**config.mk**
```make
export PLATFORM = sky130hd
export DESIGN_NAME = rv_regfile
export DESIGN_NICKNAME = d
export VERILOG_FILES = /design/src/hdl/rv_pkg.sv /design/src/hdl/rv_regfile.sv
export SDC_FILE = /design/constraint.sdc
export NUM_CORES = 1
export LEC_CHECK = 0
export BUFFER_PORTS_ARGS = -buffer_cell sky130_fd_sc_hd__buf_2
export CAP_MARGIN = 0
export CORE_MARGIN = 1
export CORE_UTILIZATION = 40
export CTS_CLUSTER_DIAMETER = 60
export DETAILED_ROUTE_END_ITERATION = 7
export SKIP_LAST_GASP = 1
export SLEW_MARGIN = 20
export SYNTH_ARGS = -nofsm -noshare
export SYNTH_HDL_FRONTEND = slang
export SYNTH_SLANG_ARGS = --single-unit
```
**constraint.sdc**
```tcl
create_clock -name clk -period 2.85 [get_ports clk]
set_input_delay 0.57 -clock clk [delete_from_list [all_inputs] [get_ports clk]]
set_output_delay 0.57 -clock clk [all_outputs]
set_load 0.005 [all_outputs]
```
**src/hdl/rv_pkg.sv**
```systemverilog
`default_nettype none

package rv_pkg;

	localparam int XLEN = 32;
	localparam int REG_AW = 5;
	localparam int DMEM_WORDS = 256;
	localparam int DMEM_AW = $clog2(DMEM_WORDS);

	localparam logic [6:0] OP_LUI = 7'b0110111;
	localparam logic [6:0] OP_AUIPC = 7'b0010111;
	localparam logic [6:0] OP_JAL = 7'b1101111;
	localparam logic [6:0] OP_JALR = 7'b1100111;
	localparam logic [6:0] OP_BRANCH = 7'b1100011;
	localparam logic [6:0] OP_LOAD = 7'b0000011;
	localparam logic [6:0] OP_STORE = 7'b0100011;
	localparam logic [6:0] OP_IMM = 7'b0010011;
	localparam logic [6:0] OP_REG = 7'b0110011;

	localparam logic [2:0] F3_JALR = 3'b000;
	localparam logic [2:0] F3_BEQ = 3'b000;
	localparam logic [2:0] F3_BNE = 3'b001;
	localparam logic [2:0] F3_BGE = 3'b101;
	localparam logic [2:0] F3_LW = 3'b010;
	localparam logic [2:0] F3_LBU = 3'b100;
	localparam logic [2:0] F3_SB = 3'b000;
	localparam logic [2:0] F3_SH = 3'b001;
	localparam logic [2:0] F3_SW = 3'b010;
	localparam logic [2:0] F3_ADD = 3'b000; // addi and add
	localparam logic [2:0] F3_SLL = 3'b001;
	localparam logic [2:0] F3_SLTU = 3'b011; // sltiu and sltu
	localparam logic [2:0] F3_XOR = 3'b100;
	localparam logic [2:0] F3_SR = 3'b101;
	localparam logic [2:0] F3_AND = 3'b111;

	localparam logic [6:0] F7_BASE = 7'b0000000;
	localparam logic [6:0] F7_SRA = 7'b0100000;

	typedef logic [XLEN-1:0] word_t;

	typedef struct packed {
		logic [6:0] funct7;
		logic [4:0] rs2;
		logic [4:0] rs1;
		logic [2:0] funct3;
		logic [4:0] rd;
		logic [6:0] opcode;
	} r_fmt_t;

	typedef struct packed {
		logic [11:0] imm11_0;
		logic [4:0] rs1;
		logic [2:0] funct3;
		logic [4:0] rd;
		logic [6:0] opcode;
	} i_fmt_t;

	typedef struct packed {
		logic [6:0] imm11_5;
		logic [4:0] rs2;
		logic [4:0] rs1;
		logic [2:0] funct3;
		logic [4:0] imm4_0;
		logic [6:0] opcode;
	} s_fmt_t;

	typedef struct packed {
		logic imm12;
		logic [5:0] imm10_5;
		logic [4:0] rs2;
		logic [4:0] rs1;
		logic [2:0] funct3;
		logic [3:0] imm4_1;
		logic imm11;
		logic [6:0] opcode;
	} b_fmt_t;

	typedef struct packed {
		logic [19:0] imm31_12;
		logic [4:0] rd;
		logic [6:0] opcode;
	} u_fmt_t;

	typedef struct packed {
		logic imm20;
		logic [9:0] imm10_1;
		logic imm11;
		logic [7:0] imm19_12;
		logic [4:0] rd;
		logic [6:0] opcode;
	} j_fmt_t;

	typedef union packed {
		word_t raw;
		r_fmt_t r;
		i_fmt_t i;
		s_fmt_t s;
		b_fmt_t b;
		u_fmt_t u;
		j_fmt_t j;
	} instr_t;

endpackage

`default_nettype wire

```
**src/hdl/rv_regfile.sv**
```systemverilog
`default_nettype none

module rv_regfile import rv_pkg::*; (
	input logic clk,
	input logic rst,
	input logic we,
	input logic [REG_AW-1:0] waddr,
	input word_t wdata,
	input logic [REG_AW-1:0] raddr1,
	input logic [REG_AW-1:0] raddr2,
	output word_t rdata1,
	output word_t rdata2
);

	word_t regs [2**REG_AW]; // entry 0 never written

	assign rdata1 = (raddr1 == '0) ? '0 : regs[raddr1];
	assign rdata2 = (raddr2 == '0) ? '0 : regs[raddr2];

	always_ff @(posedge clk) begin
		if (!rst && we && waddr != '0) begin
			regs[waddr] <= wdata;
		end
	end

	// core must keep step low through reset
	assert property (@(posedge clk) rst |-> !we);

endmodule

`default_nettype wire

```
# After elaboration in Yosys (flattened, before gate mapping)
# Memories as Yosys holds them, arrays and structs flattened.
# Cells that the tools add are included.
# W data, S select, Z words.
# word_totals
register_bits,0
ram_bits,1024
out_inout_bits,64
wordCells,11
n_memories,1
# classes
muxes,4
reduce_logical,6
# memory_table
name,words,word_bits,read_ports,rd_ports_with_merged_regs,wr,line,source
regs,32,32,2,0,1,rv_regfile.sv:15,word_t regs [2**REG_AW];
# op_table
cell,count
$mux W32,2
$logic_not A5 Y1,2
$reduce_bool A5 Y1,1
$logic_and A1 B1 Y1,2
$mux W1,2
$logic_not A1 Y1,1

# Longest topological paths before layout
# depth
depth_word,5
ltp_mapped,9
depth_no_buf,4

# Worst setup path before layout
# OpenSTA, ideal clock, no wires.
# synth_path
kind,input-to-reg
from,input waddr[3]
to,memory regs[4][0] in the netlist's numbering (enable)
arrival_ns,2.444
required_ns,2.429
setup_slack_ns,-0.015
stages,2
path_buffers,0
path_cell_list,or3b_2 -> nor2_1
# synth_via
elab_chain_cells,4
# synth_rtl
item,line,source
"start, declared",rv_regfile.sv:7,"input logic [REG_AW-1:0] waddr,"
$reduce_bool A5 Y1,rv_regfile.sv:21,if (!rst && we && waddr != '0) begin
$logic_and A1 B1 Y1,rv_regfile.sv:21,
$mux W1,rv_regfile.sv:21,
$mux W1 (not written as such),rv_regfile.sv:22,regs[waddr] <= wdata;
"end, declared",rv_regfile.sv:15,
# Several ways; a longest one is shown, not always the timed one.

# Worst setup path in the final report
# layout_path
from,input raddr2[0]
to,output rdata2[22]
# layout_via
elab_chain_cells,2
# layout_rtl
item,line,source
"start, declared",rv_regfile.sv:10,"input logic [REG_AW-1:0] raddr2,"
$mem_v2 Z32 W32 or $logic_not A5 Y1 (tied branches),--,
$mux W32 (*),rv_regfile.sv:18,assign rdata2 = (raddr2 == '0) ? '0 : regs[raddr2];
"end, declared",rv_regfile.sv:12,output word_t rdata2
# Mark *: on every way between the ends. The rest lies on a longest branch, timed or not.

==> results.json <==
{
  "status": "complete, but fails checks",
  "violations": "negative setup slack",
  "final.period_utilization_pct": 111,
  "syn_to_final_growth_pct": 28.1,
  "cts_max_level": 3,
  "vias": 29624,
  "start_kind": "primary input",
  "hold_viol": 0,
  "synthesis.area_um2": 47200,
  "cellLeakagePower_nw": 20.2,
  "max_cap_viol_count": 0,
  "syn_avg_cell_area_um2": 19.9,
  "setup_viol": 61,
  "largest_reg_flops": 1024,
  "clk_path_buf_depth": 3,
  "grt_max_degree": 34,
  "initial_utilization_pct": 40.5,
  "multi_input_area_um2": 17400,
  "cts_buffers": 110,
  "dieWidth_um": 345,
  "holdWs_ns": 0.367,
  "synth_top_area_cell": "edfxtp_1",
  "die_area_um2": 119000,
  "worstMarginPinSlew_ns": 1.07,
  "track_usage_pct": 27.3,
  "io_buffers": 113,
  "synth-seq-area-share_pct": 65.2,
  "drc": 0,
  "grt_pass1_wl_um": 230000,
  "rows": 125,
  "path_clk_slew_ns": 0.07,
  "power_density_nw_per_um2": 573,
  "worst_slack_ns": -0.307,
  "relSlewSlack_pct": 28.3,
  "cts_tree": "built",
  "p_sw_w": 0.00824,
  "cp-end-kind": "primary output",
  "top_register": "regs",
  "final_area_um2": 60400,
  "dr.pass1.iters": 5,
  "synth_top_area_share_pct": 65.2,
  "regArea_um2": 30700,
  "criticalPathCategory": "in2out",
  "place_congestion": 0.836,
  "yosys-top-cells-area": "edfxtp_1, mux4_2, mux2i_1, a22o_1, a2111oi_2",
  "dp_hpwl_um": 95900,
  "hold_buffers": 0,
  "fin_crit_ns": 3.16,
  "utilization_pct": 51.9,
  "cts_root_buf": "clkbuf_16",
  "crit_required_ns": 2.28,
  "design.core.area_um2": 117000,
  "min_path_type": "in2reg",
  "routed_wirelength_um": 165000,
  "top_regs": "regs: 1024 flops",
  "max_freq_mhz": 317,
  "fp.dieH_um": 345,
  "arrival_ns": 2.59,
  "vias_per_cell": 6.57,
  "overflow": 0,
  "final_cells": 4507,
  "ant_nets": 0,
  "place_inst": 4160,
  "p_seq_share_pct": 48.4,
  "intPower_w": 0.0264,
  "nets": 2935,
  "antenna_found_initial": 18,
  "synth_cell_types": 40,
  "drv_slew": 0,
  "place_ws_ns": -0.694,
  "ios": 114,
  "pwr-share-clk_pct": 39.9,
  "fillCellCount": 9040,
  "crit_fanout": 11,
  "grt_pass1_vias": 30302,
  "ys_ff_latch": 1024,
  "wl_per_cell_um": 36.6,
  "rsz0062_at_grt": "yes",
  "switching_share_pct": 23.8,
  "clkSinkCount": 1024,
  "postPlaceCellArea_um2": 52900,
  "irDropWorstVdd_mv": 0.414,
  "yosysWarnings": 0,
  "drive_above_1_share_pct": 48.5,
  "netlist_instances": 2370,
  "p_comb_share_pct": 11.6,
  "drt-initial-drc-count": 4307
}
cells by family (layout without fill, tap and decap cells):
| logic type | count (synthesis) | count (layout) | share of synthesized area (%) |
|---|---|---|---|
| flops | 1024 | 1024 | 65.2 |
| mux | 666 | 666 | 25.4 |
| compound gates | 311 | 311 | 5.48 |
| buf+inv | 225 | 801 | 2.44 |
| simple gates | 143 | 143 | 1.53 |
| other cells | 1 | 38 | 0.00795 |
Yosys cell counts, drive strengths merged:
cell type	n
a2111oi	32
a211o	26
a211oi	41
a21boi	1
a21oi	26
a221oi	27
a22o	67
a32o	1
and2	1
and3	1
and4	1
buf	101
clkbuf	96
conb	1
edfxtp	1024
inv	28
mux2	27
mux2i	217
mux4	422
nand2	5
nand2b	2
nand3	2
nand3b	6
nand4b	1
nand4bb	1
nor2	62
nor2b	14
nor3	32
nor3b	1
nor4	6
nor4b	2
o221ai	31
o22ai	59
or3	3
or3b	3
metrics by stage:
| step | setup TNS (ns) | total power [W] |
|---|---|---|
| after floorplan | -1.89 | 0.0187 |
| after global placement | -22.88 | 0.0203 |
| after detailed placement | -23.41 | 0.0203 |
| after CTS | -11.70 | 0.0345 |
| after global routing | -13.43 | 0.0354 |
| final | -10.76 | 0.0346 |
critical path, stage by stage:
cell and delay (ns):
buf_16 0.13, buf_16 0.17, buf_16 0.12, buf_12 0.12
buf_12 0.15, buf_4 0.20, mux4_2 0.53, a211oi_2 0.33
nor3_2 0.10, buf_2 0.14
cell usage in the layout (no fill, tap or decap), drive strengths merged, types with 2 or more instances in the layout:
cell | Yosys | final
clkinvlp | 0 | 5
nand3 | 2 | 2
buf | 101 | 561
edfxtp | 1024 | 1024
nand3b | 6 | 6
or3b | 3 | 3
clkbuf | 96 | 139
mux4 | 422 | 422
nand2 | 5 | 5
a21oi | 26 | 26
mux2 | 27 | 27
nor2b | 14 | 14
clkinv | 0 | 54
mux2i | 217 | 217
nor2 | 62 | 62
a221oi | 27 | 27
o22ai | 59 | 59
bufinv | 0 | 5
nand2b | 2 | 2
inv | 28 | 34
nor4 | 6 | 6
or3 | 3 | 3
a2111oi | 32 | 32
o221ai | 31 | 31
nor3 | 32 | 32
conb | 1 | 32
diode | 0 | 6
nor4b | 2 | 2
a22o | 67 | 67
bufbuf | 0 | 3
a211o | 26 | 26
a211oi | 41 | 41
path summary, 6_finish.rpt:
check / start / cells past startpoint / end / slack, ns
hold / removal: wdata[31] / 1 / regs[30][31] / 0.37
setup / recovery: raddr2[0] / 10 / rdata2[22] / -0.31
final cells by class:
cell class                 instances  area share (%)
timing repair buffer             569            11.2
antenna                            6          0.0248
inverter                          28           0.174
multi-input combinational       1152            28.8
tap                             1524            3.15
sequential                      1024            50.9
clock buffer                     134            4.84
clock inverter                    70           0.851
per-layer routing:
layer	vias to the layer above	wire length, µm	GRT usage, %
met5	-	61	0
met4	10	6180	10.3
met3	392	17800	6.34
met2	2022	78500	43.4
met1	15804	62500	36.6
li1	11396	-	-
power by group through the flow:
stage	Combinational [W]	Clock [W]	Sequential (W)
5_1_grt	0.00417	0.0145	0.0168
3_5_place_dp	0.00325	0	0.0171
3_3_place_gp	0.00320	0	0.0171
4_1_cts	0.00380	0.0140	0.0168
2_1_floorplan	0.00167	0	0.0171
6_report	0.00403	0.0138	0.0168
repair_timing:
| action | 4_1_cts | 5_1_grt |
|---|---|---|
| pin swaps | 112 | 89 |
| gates resized for setup | 295 | 149 |
| setup buffers | 94 | 49 |
| setup endpoints to repair | 64 | 64 |
| cloned | 19 | 5 |
(Power assumes the default switching activity.)
