## config.mk

```make
export PLATFORM = sky130hd
export DESIGN_NAME = rv_decode
export DESIGN_NICKNAME = d
export VERILOG_FILES = /design/src/hdl/rv_pkg.sv /design/src/hdl/rv_decode.sv
export SDC_FILE = /design/constraint.sdc
export NUM_CORES = 1
export LEC_CHECK = 0
export BUFFER_PORTS_ARGS = -buffer_cell sky130_fd_sc_hd__buf_2
export CAP_MARGIN = 25
export CORE_MARGIN = 2
export CORE_UTILIZATION = 36
export DETAILED_ROUTE_END_ITERATION = 8
export PLACE_DENSITY = 0.86
export SLEW_MARGIN = 40
export SYNTH_ARGS = -nofsm -noshare
export SYNTH_HDL_FRONTEND = slang
export SYNTH_SLANG_ARGS = --single-unit
```

## constraint.sdc

```tcl
create_clock -name vclk -period 1.7
set_clock_uncertainty 0.1 [all_clocks]
set_input_delay 0.255 -clock vclk [all_inputs]
set_output_delay 0.255 -clock vclk [all_outputs]
set_load 0.01 [all_outputs]
```

## src/hdl/rv_pkg.sv

```systemverilog
`default_nettype none

package rv_pkg;

	localparam int XLEN = 32;
	localparam int REG_AW = 5;
	localparam int DMEM_WORDS = 256;
	localparam int DMEM_AW = $clog2(DMEM_WORDS);

	localparam logic [6:0] OP_LUI = 7'b0110111;
	localparam logic [6:0] OP_AUIPC = 7'b0010111;
	localparam logic [6:0] OP_JAL = 7'b1101111;
	localparam logic [6:0] OP_JALR = 7'b1100111;
	localparam logic [6:0] OP_BRANCH = 7'b1100011;
	localparam logic [6:0] OP_LOAD = 7'b0000011;
	localparam logic [6:0] OP_STORE = 7'b0100011;
	localparam logic [6:0] OP_IMM = 7'b0010011;
	localparam logic [6:0] OP_REG = 7'b0110011;

	localparam logic [2:0] F3_JALR = 3'b000;
	localparam logic [2:0] F3_BEQ = 3'b000;
	localparam logic [2:0] F3_BNE = 3'b001;
	localparam logic [2:0] F3_BGE = 3'b101;
	localparam logic [2:0] F3_LW = 3'b010;
	localparam logic [2:0] F3_LBU = 3'b100;
	localparam logic [2:0] F3_SB = 3'b000;
	localparam logic [2:0] F3_SH = 3'b001;
	localparam logic [2:0] F3_SW = 3'b010;
	localparam logic [2:0] F3_ADD = 3'b000; // addi and add
	localparam logic [2:0] F3_SLL = 3'b001;
	localparam logic [2:0] F3_SLTU = 3'b011; // sltiu and sltu
	localparam logic [2:0] F3_XOR = 3'b100;
	localparam logic [2:0] F3_SR = 3'b101;
	localparam logic [2:0] F3_AND = 3'b111;

	localparam logic [6:0] F7_BASE = 7'b0000000;
	localparam logic [6:0] F7_SRA = 7'b0100000;

	typedef logic [XLEN-1:0] word_t;

	typedef struct packed {
		logic [6:0] funct7;
		logic [4:0] rs2;
		logic [4:0] rs1;
		logic [2:0] funct3;
		logic [4:0] rd;
		logic [6:0] opcode;
	} r_fmt_t;

	typedef struct packed {
		logic [11:0] imm11_0;
		logic [4:0] rs1;
		logic [2:0] funct3;
		logic [4:0] rd;
		logic [6:0] opcode;
	} i_fmt_t;

	typedef struct packed {
		logic [6:0] imm11_5;
		logic [4:0] rs2;
		logic [4:0] rs1;
		logic [2:0] funct3;
		logic [4:0] imm4_0;
		logic [6:0] opcode;
	} s_fmt_t;

	typedef struct packed {
		logic imm12;
		logic [5:0] imm10_5;
		logic [4:0] rs2;
		logic [4:0] rs1;
		logic [2:0] funct3;
		logic [3:0] imm4_1;
		logic imm11;
		logic [6:0] opcode;
	} b_fmt_t;

	typedef struct packed {
		logic [19:0] imm31_12;
		logic [4:0] rd;
		logic [6:0] opcode;
	} u_fmt_t;

	typedef struct packed {
		logic imm20;
		logic [9:0] imm10_1;
		logic imm11;
		logic [7:0] imm19_12;
		logic [4:0] rd;
		logic [6:0] opcode;
	} j_fmt_t;

	typedef union packed {
		word_t raw;
		r_fmt_t r;
		i_fmt_t i;
		s_fmt_t s;
		b_fmt_t b;
		u_fmt_t u;
		j_fmt_t j;
	} instr_t;

endpackage

`default_nettype wire

```

## src/hdl/rv_decode.sv

```systemverilog
`default_nettype none

module rv_decode import rv_pkg::*; (
	input instr_t instr,
	output logic [6:0] opcode,
	output logic [2:0] funct3,
	output logic [6:0] funct7,
	output logic [REG_AW-1:0] rs1,
	output logic [REG_AW-1:0] rs2,
	output logic [REG_AW-1:0] rd,
	output word_t imm,
	output logic known
);

	assign opcode = instr.r.opcode;
	assign funct3 = instr.r.funct3;
	assign funct7 = instr.r.funct7;
	assign rs1 = instr.r.rs1;
	assign rs2 = instr.r.rs2;
	assign rd = instr.r.rd;

	always_comb begin
		case (instr.r.opcode)
			OP_LUI, OP_AUIPC: imm = {instr.u.imm31_12, 12'b0};
			OP_JAL: imm = {{11{instr.j.imm20}}, instr.j.imm20, instr.j.imm19_12,
				instr.j.imm11, instr.j.imm10_1, 1'b0};
			OP_BRANCH: imm = {{19{instr.b.imm12}}, instr.b.imm12, instr.b.imm11,
				instr.b.imm10_5, instr.b.imm4_1, 1'b0};
			OP_STORE: imm = {{20{instr.s.imm11_5[6]}}, instr.s.imm11_5, instr.s.imm4_0};
			default: imm = {{20{instr.i.imm11_0[11]}}, instr.i.imm11_0}; // I format
		endcase
	end

	always_comb begin
		known = 1'b0;
		case (instr.r.opcode)
			OP_LUI, OP_AUIPC, OP_JAL: known = 1'b1;
			OP_JALR: known = (funct3 == F3_JALR);
			OP_BRANCH: known = (funct3 == F3_BEQ) || (funct3 == F3_BNE) || (funct3 == F3_BGE);
			OP_LOAD: known = (funct3 == F3_LW) || (funct3 == F3_LBU);
			OP_STORE: known = (funct3 == F3_SB) || (funct3 == F3_SH) || (funct3 == F3_SW);
			OP_IMM: begin
				case (funct3)
					F3_ADD, F3_SLTU, F3_XOR, F3_AND: known = 1'b1;
					F3_SLL: known = (funct7 == F7_BASE); // shamt lives in rs2 slot
					F3_SR: known = (funct7 == F7_SRA); // srai only, no srli
					default: known = 1'b0;
				endcase
			end
			OP_REG: begin
				case (funct3)
					F3_ADD, F3_SLL, F3_SLTU, F3_AND: known = (funct7 == F7_BASE);
					default: known = 1'b0;
				endcase
			end
			default: known = 1'b0;
		endcase
	end

endmodule

`default_nettype wire

```

# Word level (Yosys, flattened, before mapping)

Index checks and enable logic that the tools add are counted.

Flip-flop bits (word level): 0
Bits in latches: 0
Memory bits (writable): 0
ROM bits: 0
Logic and storage cells: 30
Memories: 0

Add/sub/neg operators: 0
Multiply operators: 0
Divide/modulo/power cells: 0
$lt $le $gt $ge: 0
Equality and inequality tests: 16
Shifts and indexed selects: 0
Multiplexer cells: 4
Bitwise operators: 0
Reduce and logical (&&, ||, !) cells: 10

Operators by type and width:

| cell                                           | number |
|---|---|
| case mux 31 bit (4 select lines)               | 1 |
| == test 7 x 6 -> 1 bit (second input constant) | 4 |
| == test 7 bit (second input constant)          | 3 |
| == test 7 x 5 -> 1 bit (second input constant) | 2 |
| == test 3 bit (second input constant)          | 3 |
| OR reduction 4 bit                             | 2 |
| == test 7 x 2 -> 1 bit (second input constant) | 1 |
| logical NOT 7 bit                              | 1 |
| case mux 1 bit (7 select lines)                | 1 |
| == test 3 x 2 -> 1 bit (second input constant) | 2 |
| logical OR 1 bit                               | 4 |
| == test 3 x 1 -> 1 bit (second input constant) | 1 |
| logical NOT 3 bit                              | 1 |
| case mux 1 bit (3 select lines)                | 1 |
| OR reduction 3 bit                             | 1 |
| OR reduction 2 bit                             | 1 |
| 2-to-1 mux 1 bit                               | 1 |

# Logic depth before layout (Yosys ltp)

Depth after elaboration: 4
Gate-level depth with buffers: 7

# Worst setup path before layout

OpenSTA, ideal clock, no wires.

Path kind: input port to output port
Start point: in instr[6] (netlist bit)
End point: out imm[11]
Data arrival time: 1290 ps
Required time: 1345 ps
Slack: 55 ps
Stages: 6
Buffers on the path: 2
Cells stage by stage: buf_2 > nand3b_4 > nor3_2 > a21o_1 > buf_2 > o311ai_1

Longest elaborated chain between the ends: 3
Elaborated cells on any way between the ends: 7

Ends and longest elaborated chain:

| element                                                          | line            | RTL |
|---|---|---|
| start, declared                                                  | rv_decode.sv:4  | `input instr_t instr,` |
| == test 7 x 6 -> 1 bit or == test 7 x 5 -> 1 bit (tied branches) | rv_decode.sv:23 | `case (instr.r.opcode)` |
| OR reduction 2 bit                                               | rv_decode.sv:23 |  |
| case mux 31 bit (4 select lines) *                               | rv_decode.sv:23 |  |
| end, declared                                                    | rv_decode.sv:11 | `output word_t imm,` |

Mark *: on every way between the ends. The rest lies on a longest branch, timed or not.

# Worst setup path in the final report

Start point: in instr[4] (netlist bit)
End point: out imm[11]

Same word-level chain as after synthesis.

==> results.md <==
* RSZ-0062 raised after global routing: yes
* Initial DRC Count at 10
* Slew at the pin closest to its max-slew limit at 0.412 ns
* CP Data Arrival Time at 1.40 ns
* FMAX at 0.569 GHz
* FP Rows at 17
* Warnings, synthesis at 0
* Vias in the first global route at 889
* Crit Path Category: in -> out
* Seq/Total Area, Yosys at 0
* Router iterations before antenna repair at 4
* Synth cell types at 35
* Cell Area, Synth at 840 sq um
* Crit share post-route at 1.03
* Register area at 0 sq um
* Comb pwr share at 1.000
* Max FO, Critical Path at 6
* Buffers on Ports at 97
* Max VDD drop at about 140 uV
* Mapped Nets at 144
* Tot GR Track Use at 0.175
* Initial antenna violation count at 0
* Hold depth at 2
* Die width at 52.3 microns
* HP Class: in -> out
* Vias per cell at 4.80
* Most frequent cells in the layout: buf_2 (88), buf_4 (20), a21o_1 (19), buf_6 (8), nor2b_1 (6)
* First-pass GRT wire length at 3870 microns
* Core Area at 2210 sq um
* Initial core utilization at 0.380
* Post-route ant nets at 0
* Power per cell area at 244 nW/um^2
* Switching Power at 0.000178 W
* P_int at 0.000189 W
* CLK BUF at 0
* Top delay family on crit path: simple AND/OR/NAND/NOR gates
* # placed instances at 221
* Flop pwr share at 0
* Area delta synth->final at 78.8%
* Leakage power at 0.884 nW
* Placement Cell Area at around 1200 sq um
* GRT Residual Overflow at 0
* Clock power frac at 0
* Critical Path, Cell by Cell: buf_8 > or2b_4 > or4_4 > o311ai_4 > buf_2
* Worst Path Buf+Inv at 2
* Final Worst Setup Slack at -0.0561 ns
* Fin cells at 225
* Hold Crit Endpoint: rd[2]
* # fillers at 209
* Sequential cells at 0
* Post-layout net count at 231
* Hold Crit Start: instr[9]
* CP max-delay cell: or4_4
* Via Count at 1079
* Critical path startpoint category: primary input
* Design area at 1500 sq um
* DPL Wire Length at approximately 2200 microns
* Most common cell after layout, fill and taps aside: buf_2
* Slew margin rel. at 0.723
* # DRC at 0
* Cells after Synth at 112
* Gp weighted congestion at a little under 0.8
* Failing checks: setup timing
* Ant diodes at 0
* Post-Syn Area per Cell at about 7.5 sq um
* Req. time, crit path at 1.34 ns
* DR WL/cell at 13.0 microns
* Boundary Pins at 97
* Die height at about 52 microns
* Die area at 2730 sq um
* Largest net degree at the start of global routing at 16
* Drt total wl at 2920 microns
* Final Slew Violations at 0
* Sw Ratio at 0.485
* Status: complete, but fails checks
* Slowest stage delay, CP at 0.50 ns
* CP Capture Type: primary output
* Final hold viol count at 0
* Period minus WS final at 1.76 ns
* Max-cap viol count at 0
* Final setup vio count at 10
* Layout cells sized above 1 at 0.716
==> through the flow <==
step	TNS [ns]	utilization	setup slack [ns]	hold slack, ns	power, W
after floorplan	0	-	0.0555	0.502	0.000189
after global placement	-2.04	0.561	-0.160	0.609	0.000310
after detailed placement	-2.34	0.561	-0.141	0.610	0.000314
after CTS	-0.371	0.607	-0.0509	0.610	0.000334
after global routing	-0.796	0.679	-0.0927	0.618	0.000397
final	-0.276	0.679	-0.0561	0.609	0.000367
==> Yosys cell counts (all sizes together), types with 2 or more instances <==
cell	instances	area, sq um
or3	3	18.8
nor4	2	12.5
inv	4	15.0
nand2b	2	12.5
a2111oi	2	23.8
nor2	3	16.3
nand3b	3	35.0
o21ai	4	20.0
buf	38	284
a211o	2	17.5
a21o	20	150
a22o	4	35.0
nand2	3	11.3
nor2b	6	37.5
==> worst max path at each step <==
stage               from      end  slack [ns]  cells past startpoint
2_1_floorplan   instr[6]  imm[11]        0.06                      6
3_3_place_gp   instr[13]    known       -0.16                      6
3_5_place_dp   instr[13]    known       -0.14                      6
4_1_cts         instr[2]  imm[11]       -0.05                      5
5_1_grt         instr[5]    known       -0.09                      7
6_report        instr[4]  imm[11]       -0.06                      5
==> final cells by class <==
cell class / instances / area [sq um] / share of cell area
repair buffers: 122 / 796 / 0.530
well taps: 28 / 35.0 / 0.0233
multi-input cells: 71 / 656 / 0.437
inverters: 4 / 15.0 / 0.0100
==> layer usage <==
layer	share of wire	track usage	wire, microns
met5	0	0	0
met4	0	0	0
met3	0.032	0	94
met2	0.57	0.335	1650
met1	0.40	0.230	1170
==> kinds of logic (layout without fill, tap and decap cells) <==
kind of cell | count (synthesis) | count (layout) | synth area share
xor gates and xnor gates | 1 | 1 | 0.0104
AOI/OAI and AO/OA | 40 | 40 | 0.371
buffers and inverters | 42 | 126 | 0.356
and+or+nand+nor | 29 | 30 | 0.262
==> power by group through the flow <==
stage               Combinational, W  Clock, W  Sequential, W
detailed placement          0.000314         0              0
CTS                         0.000334         0              0
finish                      0.000367         0              0
global route                0.000397         0              0
global placement            0.000310         0              0
floorplan                   0.000189         0              0
==> what timing repair did <==
item / in CTS / in global routing
hold buffers: 0 / 0
cloned: 0 / 3
resized for setup: 24 / 22
buffers inserted: 0 / 1
pin swaps: 10 / 8
setup endpoints to repair: 32 / 25
No activity file was read; power rests on OpenSTA's default activity.
